[src/source/uart_pkg.sv]
package uart_pkg;

    // ------------------------------
    // Data widths
    // ------------------------------
    typedef logic [31:0] bus_data_t;
    typedef logic [3:0]  reg_addr_t;
    typedef logic [7:0]  uart_byte_t;
    typedef logic [15:0] baud_div_t;

    // Receive queue sizing
    localparam int RX_FIFO_DEPTH = 16;

    // One extra bit so the count can reach the full depth
    typedef logic [$clog2(RX_FIFO_DEPTH):0] fifo_count_t;

    // Baud divisor limits
    localparam baud_div_t BAUD_DIV_RESET = 16'd16;
    localparam baud_div_t BAUD_DIV_MIN   = 16'd4;

    // ------------------------------
    // Register word addresses
    // ------------------------------
    localparam reg_addr_t REG_TXDATA   = 4'd0;
    localparam reg_addr_t REG_RXDATA   = 4'd1;
    localparam reg_addr_t REG_BAUD     = 4'd2;
    localparam reg_addr_t REG_STATUS   = 4'd3;
    localparam reg_addr_t REG_TXCTRL   = 4'd4;
    localparam reg_addr_t REG_INT_MASK = 4'd5;

    // Status bit positions
    localparam int STAT_TX_READY  = 0;
    localparam int STAT_RX_AVAIL  = 1;
    localparam int STAT_RX_FULL   = 2;
    localparam int STAT_FRAME_ERR = 3;

    // ------------------------------
    // FSM states
    // ------------------------------
    typedef enum logic [1:0] {
        TX_IDLE,
        TX_START,
        TX_DATA,
        TX_STOP
    } tx_state_e;

    typedef enum logic [1:0] {
        RX_IDLE,
        RX_START,
        RX_DATA,
        RX_STOP
    } rx_state_e;

endpackage

[src/source/uart_periph.sv]
`timescale 1ns/1ps

module uart_periph (
    input  logic                clk,
    input  logic                rst_n,
    input  logic                req_i,
    input  logic                we_i,
    input  logic                sel_i,
    input  logic [5:0]          addr_i,
    input  uart_pkg::bus_data_t wdata_i,
    output uart_pkg::bus_data_t rdata_o,
    output logic                ack_o,
    output logic                irq_o,
    input  logic                rxd_i,
    output logic                txd_o
);
    import uart_pkg::*;

    // Transmit path
    logic       tx_start;
    uart_byte_t tx_byte;
    logic       tx_ready;

    // Receive path
    logic       rx_valid;
    uart_byte_t rx_byte;
    logic       frame_err;

    // Shared configuration
    baud_div_t  baud_div;
    logic       two_stop;

    // Queue handshake
    logic       fifo_pop;
    uart_byte_t fifo_head;
    logic       fifo_empty;
    logic       fifo_full;

    // ------------------------------
    // Register block
    // ------------------------------
    // Word index from byte address bits 5 to 2
    uart_regs u_regs (
        .clk          (clk),
        .rst_n        (rst_n),
        .req_i        (req_i),
        .we_i         (we_i),
        .sel_i        (sel_i),
        .addr_i       (addr_i[5:2]),
        .wdata_i      (wdata_i),
        .rdata_o      (rdata_o),
        .ack_o        (ack_o),
        .irq_o        (irq_o),
        .tx_start_o   (tx_start),
        .tx_byte_o    (tx_byte),
        .tx_ready_i   (tx_ready),
        .baud_div_o   (baud_div),
        .two_stop_o   (two_stop),
        .frame_err_i  (frame_err),
        .fifo_pop_o   (fifo_pop),
        .fifo_head_i  (fifo_head),
        .fifo_empty_i (fifo_empty),
        .fifo_full_i  (fifo_full)
    );

    // ------------------------------
    // Serial engines and queue
    // ------------------------------
    uart_tx u_tx (
        .clk        (clk),
        .rst_n      (rst_n),
        .start_i    (tx_start),
        .data_i     (tx_byte),
        .baud_div_i (baud_div),
        .two_stop_i (two_stop),
        .ready_o    (tx_ready),
        .txd_o      (txd_o)
    );

    uart_rx u_rx (
        .clk         (clk),
        .rst_n       (rst_n),
        .rxd_i       (rxd_i),
        .baud_div_i  (baud_div),
        .data_o      (rx_byte),
        .valid_o     (rx_valid),
        .frame_err_o (frame_err)
    );

    // Receive pulse doubles as the push strobe
    uart_rx_fifo u_rx_fifo (
        .clk     (clk),
        .rst_n   (rst_n),
        .push_i  (rx_valid),
        .data_i  (rx_byte),
        .pop_i   (fifo_pop),
        .head_o  (fifo_head),
        .empty_o (fifo_empty),
        .full_o  (fifo_full)
    );

endmodule

[src/source/uart_regs.sv]
`timescale 1ns/1ps

module uart_regs (
    input  logic                 clk,
    input  logic                 rst_n,
    input  logic                 req_i,
    input  logic                 we_i,
    input  logic                 sel_i,
    input  uart_pkg::reg_addr_t  addr_i,
    input  uart_pkg::bus_data_t  wdata_i,
    output uart_pkg::bus_data_t  rdata_o,
    output logic                 ack_o,
    output logic                 irq_o,
    output logic                 tx_start_o,
    output uart_pkg::uart_byte_t tx_byte_o,
    input  logic                 tx_ready_i,
    output uart_pkg::baud_div_t  baud_div_o,
    output logic                 two_stop_o,
    input  logic                 frame_err_i,
    output logic                 fifo_pop_o,
    input  uart_pkg::uart_byte_t fifo_head_i,
    input  logic                 fifo_empty_i,
    input  logic                 fifo_full_i
);
    import uart_pkg::*;

    // One mask bit per status bit
    localparam int MASK_W = 4;

    logic              ack_q;
    bus_data_t         rdata_q;
    bus_data_t         read_word;
    logic              accept;
    logic              rd_access;
    logic              wr_access;
    baud_div_t         baud_div_q;
    baud_div_t         baud_wr_val;
    logic              two_stop_q;
    logic [MASK_W-1:0] int_mask_q;
    logic [MASK_W-1:0] status;
    logic              frame_err_q;
    logic              irq_q;

    // ------------------------------
    // Bus decode
    // ------------------------------
    // A request still held during its ack cycle is not taken again
    assign accept    = req_i & sel_i & ~ack_q;
    assign rd_access = accept & ~we_i;
    assign wr_access = accept & we_i;

    always_comb begin
        status                 = '0;
        status[STAT_TX_READY]  = tx_ready_i;
        status[STAT_RX_AVAIL]  = ~fifo_empty_i;
        status[STAT_RX_FULL]   = fifo_full_i;
        status[STAT_FRAME_ERR] = frame_err_q;
    end

    // Read word selection
    always_comb begin
        read_word = '0;
        case (addr_i)
            REG_TXDATA: begin
                read_word[31] = ~tx_ready_i;
            end
            REG_RXDATA: begin
                read_word[31] = fifo_empty_i;
                // Empty queue reads back byte zero
                if (!fifo_empty_i) begin
                    read_word[7:0] = fifo_head_i;
                end
            end
            REG_BAUD:     read_word[15:0]       = baud_div_q;
            REG_STATUS:   read_word[MASK_W-1:0] = status;
            REG_TXCTRL:   read_word[0]          = two_stop_q;
            REG_INT_MASK: read_word[MASK_W-1:0] = int_mask_q;
            default:      read_word             = '0;
        endcase
    end

    // Divisors below the minimum are stored as the minimum
    assign baud_wr_val = (wdata_i[15:0] < BAUD_DIV_MIN) ? BAUD_DIV_MIN : wdata_i[15:0];

    // ------------------------------
    // Acknowledge and read data
    // ------------------------------
    always_ff @(posedge clk) begin
        if (!rst_n) begin
            ack_q <= 1'b0;
        end else begin
            ack_q <= accept;
        end
    end

    // Zero for writes and idle cycles
    always_ff @(posedge clk) begin
        rdata_q <= rd_access ? read_word : '0;
    end

    // ------------------------------
    // Configuration registers
    // ------------------------------
    always_ff @(posedge clk) begin
        if (!rst_n) begin
            baud_div_q <= BAUD_DIV_RESET;
            two_stop_q <= 1'b0;
            int_mask_q <= '0;
        end else if (wr_access) begin
            case (addr_i)
                REG_BAUD:     baud_div_q <= baud_wr_val;
                REG_TXCTRL:   two_stop_q <= wdata_i[0];
                REG_INT_MASK: int_mask_q <= wdata_i[MASK_W-1:0];
                default:      ;
            endcase
        end
    end

    // Sticky frame error, a new error wins over the clearing read
    always_ff @(posedge clk) begin
        if (!rst_n) begin
            frame_err_q <= 1'b0;
        end else if (frame_err_i) begin
            frame_err_q <= 1'b1;
        end else if (rd_access && addr_i == REG_STATUS) begin
            frame_err_q <= 1'b0;
        end
    end

    // Interrupt lags the status bits by one cycle
    always_ff @(posedge clk) begin
        if (!rst_n) begin
            irq_q <= 1'b0;
        end else begin
            irq_q <= |(status & int_mask_q);
        end
    end

    // Strobes to the engines and the queue
    assign tx_start_o = wr_access & (addr_i == REG_TXDATA) & tx_ready_i;
    assign tx_byte_o  = wdata_i[7:0];
    assign fifo_pop_o = rd_access & (addr_i == REG_RXDATA) & ~fifo_empty_i;

    assign rdata_o    = rdata_q;
    assign ack_o      = ack_q;
    assign irq_o      = irq_q;
    assign baud_div_o = baud_div_q;
    assign two_stop_o = two_stop_q;

endmodule

[src/source/uart_rx.sv]
`timescale 1ns/1ps

module uart_rx (
    input  logic                 clk,
    input  logic                 rst_n,
    input  logic                 rxd_i,
    input  uart_pkg::baud_div_t  baud_div_i,
    output uart_pkg::uart_byte_t data_o,
    output logic                 valid_o,
    output logic                 frame_err_o
);
    import uart_pkg::*;

    logic       rx_meta_q;
    logic       rx_sync_q;
    logic       rx_prev_q;
    logic       start_edge;
    rx_state_e  state_q;
    baud_div_t  baud_cnt_q;
    baud_div_t  bit_target;
    logic       bit_end;
    logic [2:0] bit_idx_q;
    uart_byte_t shift_q;
    logic       valid_q;
    logic       frame_err_q;

    // ------------------------------
    // Input synchronizer
    // ------------------------------
    always_ff @(posedge clk) begin
        if (!rst_n) begin
            rx_meta_q <= 1'b1;
            rx_sync_q <= 1'b1;
            rx_prev_q <= 1'b1;
        end else begin
            rx_meta_q <= rxd_i;
            rx_sync_q <= rx_meta_q;
            rx_prev_q <= rx_sync_q;
        end
    end

    // Needs a high level first, so a low line after a bad stop bit is ignored
    assign start_edge = rx_prev_q & ~rx_sync_q;

    // Half a period to the start-bit middle, full periods after that
    assign bit_target = (state_q == RX_START) ? (baud_div_i >> 1) - baud_div_t'(1)
                                              : baud_div_i - baud_div_t'(1);
    assign bit_end    = (baud_cnt_q >= bit_target);

    // ------------------------------
    // Receive FSM
    // ------------------------------
    always_ff @(posedge clk) begin
        if (!rst_n) begin
            state_q     <= RX_IDLE;
            baud_cnt_q  <= '0;
            valid_q     <= 1'b0;
            frame_err_q <= 1'b0;
        end else begin
            valid_q     <= 1'b0;
            frame_err_q <= 1'b0;
            case (state_q)
                RX_IDLE: begin
                    if (start_edge) begin
                        state_q <= RX_START;
                    end
                end
                RX_START: begin
                    // False start if the line is back high
                    if (bit_end) begin
                        state_q <= rx_sync_q ? RX_IDLE : RX_DATA;
                    end
                end
                RX_DATA: begin
                    if (bit_end && bit_idx_q == 3'd7) begin
                        state_q <= RX_STOP;
                    end
                end
                RX_STOP: begin
                    if (bit_end) begin
                        state_q     <= RX_IDLE;
                        valid_q     <= rx_sync_q;
                        frame_err_q <= ~rx_sync_q;
                    end
                end
                default: state_q <= RX_IDLE;
            endcase

            if (state_q == RX_IDLE || bit_end) begin
                baud_cnt_q <= '0;
            end else begin
                baud_cnt_q <= baud_cnt_q + baud_div_t'(1);
            end
        end
    end

    // Data bits shift in from the top, LSB arrives first
    always_ff @(posedge clk) begin
        if (state_q == RX_IDLE) begin
            bit_idx_q <= '0;
        end else if (state_q == RX_DATA && bit_end) begin
            shift_q   <= {rx_sync_q, shift_q[7:1]};
            bit_idx_q <= bit_idx_q + 3'd1;
        end
    end

    assign data_o      = shift_q;
    assign valid_o     = valid_q;
    assign frame_err_o = frame_err_q;

endmodule

[src/source/uart_rx_fifo.sv]
`timescale 1ns/1ps

module uart_rx_fifo (
    input  logic                 clk,
    input  logic                 rst_n,
    input  logic                 push_i,
    input  uart_pkg::uart_byte_t data_i,
    input  logic                 pop_i,
    output uart_pkg::uart_byte_t head_o,
    output logic                 empty_o,
    output logic                 full_o
);
    import uart_pkg::*;

    uart_byte_t                         mem_q [RX_FIFO_DEPTH];
    logic [$clog2(RX_FIFO_DEPTH)-1:0]   wr_ptr_q;
    logic [$clog2(RX_FIFO_DEPTH)-1:0]   rd_ptr_q;
    fifo_count_t                        count_q;
    logic                               do_push;
    logic                               do_pop;

    // Full drops the push, empty ignores the pop
    assign do_push = push_i & ~full_o;
    assign do_pop  = pop_i & ~empty_o;

    // Storage
    always_ff @(posedge clk) begin
        if (do_push) begin
            mem_q[wr_ptr_q] <= data_i;
        end
    end

    // ------------------------------
    // Pointers and fill level
    // ------------------------------
    always_ff @(posedge clk) begin
        if (!rst_n) begin
            wr_ptr_q <= '0;
            rd_ptr_q <= '0;
            count_q  <= '0;
        end else begin
            // Pointers wrap naturally at the power-of-two depth
            if (do_push) begin
                wr_ptr_q <= wr_ptr_q + 1'b1;
            end
            if (do_pop) begin
                rd_ptr_q <= rd_ptr_q + 1'b1;
            end
            case ({do_push, do_pop})
                2'b10:   count_q <= count_q + fifo_count_t'(1);
                2'b01:   count_q <= count_q - fifo_count_t'(1);
                default: count_q <= count_q;
            endcase
        end
    end

    assign head_o  = mem_q[rd_ptr_q];
    assign empty_o = (count_q == '0);
    assign full_o  = (count_q == fifo_count_t'(RX_FIFO_DEPTH));

endmodule

[src/source/uart_tx.sv]
`timescale 1ns/1ps

module uart_tx (
    input  logic                 clk,
    input  logic                 rst_n,
    input  logic                 start_i,
    input  uart_pkg::uart_byte_t data_i,
    input  uart_pkg::baud_div_t  baud_div_i,
    input  logic                 two_stop_i,
    output logic                 ready_o,
    output logic                 txd_o
);
    import uart_pkg::*;

    tx_state_e  state_q;
    baud_div_t  baud_cnt_q;
    uart_byte_t shift_q;
    logic [2:0] bit_idx_q;
    logic       two_stop_q;
    logic       second_stop_q;
    logic       bit_end;

    // Greater-or-equal copes with a divisor lowered mid-bit
    assign bit_end = (baud_cnt_q >= baud_div_i - baud_div_t'(1));

    // ------------------------------
    // State and bit counter
    // ------------------------------
    always_ff @(posedge clk) begin
        if (!rst_n) begin
            state_q    <= TX_IDLE;
            baud_cnt_q <= '0;
        end else begin
            case (state_q)
                TX_IDLE: begin
                    if (start_i) begin
                        state_q <= TX_START;
                    end
                end
                TX_START: begin
                    if (bit_end) begin
                        state_q <= TX_DATA;
                    end
                end
                TX_DATA: begin
                    if (bit_end && bit_idx_q == 3'd7) begin
                        state_q <= TX_STOP;
                    end
                end
                TX_STOP: begin
                    if (bit_end && (!two_stop_q || second_stop_q)) begin
                        state_q <= TX_IDLE;
                    end
                end
                default: state_q <= TX_IDLE;
            endcase

            if (state_q == TX_IDLE || bit_end) begin
                baud_cnt_q <= '0;
            end else begin
                baud_cnt_q <= baud_cnt_q + baud_div_t'(1);
            end
        end
    end

    // Frame payload, captured at start
    always_ff @(posedge clk) begin
        if (state_q == TX_IDLE) begin
            if (start_i) begin
                shift_q    <= data_i;
                two_stop_q <= two_stop_i;
            end
            bit_idx_q     <= '0;
            second_stop_q <= 1'b0;
        end else if (bit_end) begin
            if (state_q == TX_DATA) begin
                shift_q   <= shift_q >> 1;
                bit_idx_q <= bit_idx_q + 3'd1;
            end
            if (state_q == TX_STOP) begin
                second_stop_q <= 1'b1;
            end
        end
    end

    // Line level, LSB first
    always_comb begin
        case (state_q)
            TX_START: txd_o = 1'b0;
            TX_DATA:  txd_o = shift_q[0];
            default:  txd_o = 1'b1;
        endcase
    end

    assign ready_o = (state_q == TX_IDLE);

endmodule

[config.mk]
export PLATFORM = sky130hd
export DESIGN_NAME = uart_periph
export DESIGN_NICKNAME = d
export VERILOG_FILES = /design/src/source/uart_pkg.sv /design/src/source/uart_periph.sv /design/src/source/uart_regs.sv /design/src/source/uart_rx.sv /design/src/source/uart_rx_fifo.sv /design/src/source/uart_tx.sv
export SDC_FILE = /design/constraint.sdc
export NUM_CORES = 1
export LEC_CHECK = 0
export ABC_AREA = 1
export BUFFER_PORTS_ARGS = -buffer_cell sky130_fd_sc_hd__buf_2
export CAP_MARGIN = 5
export CORE_MARGIN = 1
export CORE_UTILIZATION = 55
export CTS_CLUSTER_SIZE = 40
export DETAILED_ROUTE_END_ITERATION = 6
export MAX_ROUTING_LAYER = met4
export PLACE_DENSITY = 0.73
export SETUP_SLACK_MARGIN = 0.02
export SYNTH_ARGS = -nofsm -noshare
export SYNTH_HDL_FRONTEND = slang
export SYNTH_HIERARCHICAL = 1
export SYNTH_SLANG_ARGS = --single-unit
[constraint.sdc]
create_clock -name clk -period 3.8 [get_ports clk]
set_clock_uncertainty 0.05 [all_clocks]
set_input_delay 0.57 -clock clk [delete_from_list [all_inputs] [get_ports clk]]
set_output_delay 0.57 -clock clk [all_outputs]
set_load 0.05 [all_outputs]
==> results.json <==
{
  "outcome": "finished, violations left",
  "violations": "design-rule violations",
  "cts_hold_buf": 0,
  "synth_edf_count": 145,
  "port_buffers": 45,
  "clk_latency_ns": 0.54,
  "cts_resized": 0,
  "grt_pass1_vias": 8063,
  "ys_warn_count": 6,
  "grt_use_total_pct": 22.4,
  "crit_required_ns": 4.00,
  "ys_ff_latch": 251,
  "tns_ns": 0,
  "slew_headroom_pct": 39.9,
  "use_met3_pct": 2.73,
  "viasPerCell": 5.31,
  "gp_congestion": 0.846,
  "seq_area_frac_synth_pct": 51.8,
  "finalNetCount": 1465,
  "dr_total_vias": 8869,
  "fmaxAchievable_mhz": 291,
  "cts_tree": "built",
  "ys_types": 47,
  "synth_cells": 1329,
  "ir_drop_uv": 268,
  "drive_above_1_share_pct": 12.9,
  "top_usage_layer": "met2",
  "clock_sinks": 251,
  "hold_path.class": "input pin to flop",
  "fin_ws_ns": 0.368,
  "synth-simple-area-share_pct": 18.8,
  "grt_pass1_wl_um": 40900,
  "cts.reportedPaths.clkPinSlew_ns": 0.06,
  "synth_compound_area_share_pct": 9.74,
  "dr.pass1.iters": 7,
  "async_flop_share_pct": 0,
  "cp.arrival_ns": 3.63,
  "finalCriticalPeriod_ns": 3.43,
  "synthMuxAreaShare_pct": 2.56,
  "clockBufferDepth": 3,
  "syn_avg_cell_area_sq_um": 9.41,
  "area_growth_pct": 9.40,
  "grt_use_met2_pct": 35.5,
  "io_pins": 79,
  "root_buffer": "clkbuf_16",
  "die_w_um": 153,
  "die_area_sq_um": 23300,
  "p_leak_nw": 5.37,
  "route.detailed.drc": 7,
  "core_sq_um": 22100,
  "synth_area_sq_um": 12500,
  "critPathMaxFanout": 16,
  "hold_viol_final": 0,
  "fin_crit_sh_pct": 90.3,
  "wl_per_cell_um": 15.2,
  "setup_violations": 0,
  "antenna_found_initial": 0,
  "yosys.area_share.adder_pct": 5.20,
  "antenna_left": 0,
  "drv_cap": 0,
  "finalPower_mw": 5.88,
  "crit_type": "flop to flop",
  "synth_top_family_by_area": "simple AND/OR/NAND/NOR gates",
  "routed_wl_um": 25300,
  "cts_buffers": 27,
  "p_per_area_nw_per_um2": 430,
  "maxSlewViolCount": 0,
  "n_antenna_cell": 0,
  "grt.overflow.total": 0,
  "yosys.area_share.xor_xnor_pct": 3.14,
  "fp-row-count": 54,
  "final_util_pct": 61.9,
  "critPathLaunchType": "flop",
  "end_kind": "flop",
  "grt_start_max_net_pins": 58,
  "start_util_pct": 56.6,
  "timing_worst_slew_pin_value_ns": 0.898,
  "h-tree-depth": 1,
  "drtIter0Drc": 739,
  "dp_hpwl_um": 17400,
  "grt_util_met1_pct": 31.0,
  "die_y_um": 153,
  "rsz0062_at_grt": "no",
  "postCtsSetupBuffers": 0,
  "place_ws_ns": 0.292,
  "ys.flop_type": "edfxtp_1"
}
[cell usage after synthesis, types with 17 or more instances]
| library cell | instances | area share (%) |
|---|---|---|
| ha_1 | 52 | 5.2 |
| edfxtp_1 | 145 | 35 |
| nor2_1 | 137 | 4.1 |
| mux2i_1 | 32 | 2.6 |
| a21oi_1 | 88 | 3.5 |
| dfxtp_1 | 106 | 17 |
| xnor2_1 | 17 | 1.2 |
| o211ai_1 | 33 | 2.0 |
| nand4_1 | 22 | 1.1 |
| o21ai_1 | 19 | 0.76 |
| nand3_1 | 45 | 1.8 |
| nand2_1 | 214 | 6.4 |
| xor2_1 | 26 | 1.8 |
| buf_4 | 25 | 1.5 |
| inv_1 | 167 | 5.0 |
| o21ai_0 | 58 | 2.3 |
[routing by layer]
layer / part of all wire, % / vias up
met5: 0 / -
met4: 1.4 / 0
met3: 5.8 / 24
met2: 46 / 243
met1: 47 / 4121
li1: - / 4481
[state kept, by name, summed over array words and instances (netlist names), 5 cells and up, named ones only]
register / count
u_tx/baud_cnt_q: 16
u_rx/baud_cnt_q: 16
u_rx_fifo/mem_q: 128
u_regs/rdata_o: 17
u_rx/data_o: 8
u_tx/shift_q: 8
u_regs/baud_div_o: 16
u_rx_fifo/count_q: 5
[path summary, 6_finish.rpt]
| kind | from | end | slack, ns | depth (start not counted) |
|---|---|---|---|---|
| setup reg to reg | flop | u_rx/data_o[4]$_DFFE_PP_ | 0.37 | 18 |
| setup / recovery | flop | u_rx/data_o[4]$_DFFE_PP_ | 0.37 | 18 |
| hold / removal | rxd_i | u_rx/rx_meta_q$_SDFF_PN1_ | 0.16 | 3 |
| hold reg to reg | u_rx/rx_meta_q$_SDFF_PN1_ | u_rx/rx_sync_q$_SDFF_PN1_ | 0.36 | 2 |
[cell families after synthesis]
kind of cell             Yosys count
adder cells (fa/ha/maj)           52
buffers and inverters            237
AND/OR/NAND/NOR                  498
AO/OA/AOI/OAI                    214
XOR/XNOR                          44
flip-flops                       251
multiplexers                      32
other                              1
[area by class of cell]
type,instances,area (sq um)
fillers,1767,8410
flip-flops and latches,251,6480
multi-input cells,855,4990
repair buffers,54,309
repair inverters,1,5.00
clock buffers,40,774
inverters,179,686
well taps,280,350
clock inverters,10,86.3
[worst max-delay path: stages (launching register included)]
cell,delay (ns)
dfxtp_1,0.34
inv_2,0.13
nand2_4,0.15
buf_6,0.21
o21ai_4,0.20
nand2_1,0.09
nor2_2,0.12
nand2_2,0.09
nor2_4,0.15
nand3_1,0.09
nand2_1,0.09
inv_1,0.05
ha_1,0.30
a21oi_1,0.13
o21ai_0,0.09
a21oi_1,0.23
nand2_1,0.20
nand2_2,0.21
clkinvlp_2,0.23
[where the power goes]
group	leakage, nW	switching [mW]	internal (mW)	total (mW)
Combinational	2.78	0.317	0.127	0.443
Sequential	2.16	0.0217	2.90	2.92
Clock	0.426	1.04	1.48	2.52
[per-stage QoR]
step | hold WS (ns) | instances | area, sq um
CTS | 0.145 | 1669 | 13700
detailed placement | 0.344 | 1619 | 12800
global placement | 0.346 | 1619 | 12800
global route | 0.149 | 1670 | 13700
floorplan | 0.330 | 1343 | 12600
finish | 0.164 | 1670 | 13700
[layout by cell type, fill, tap and decap left out, types with 33 or more instances in the layout]
cell type and n:
inv_1 166, o21ai_0 58, nand2_1 213, edfxtp_1 145, o211ai_1 33, a21oi_1 88, nor2_1 137, buf_2 45
nand3_1 45, ha_1 52, dfxtp_1 105
(Power assumes the default switching activity.)
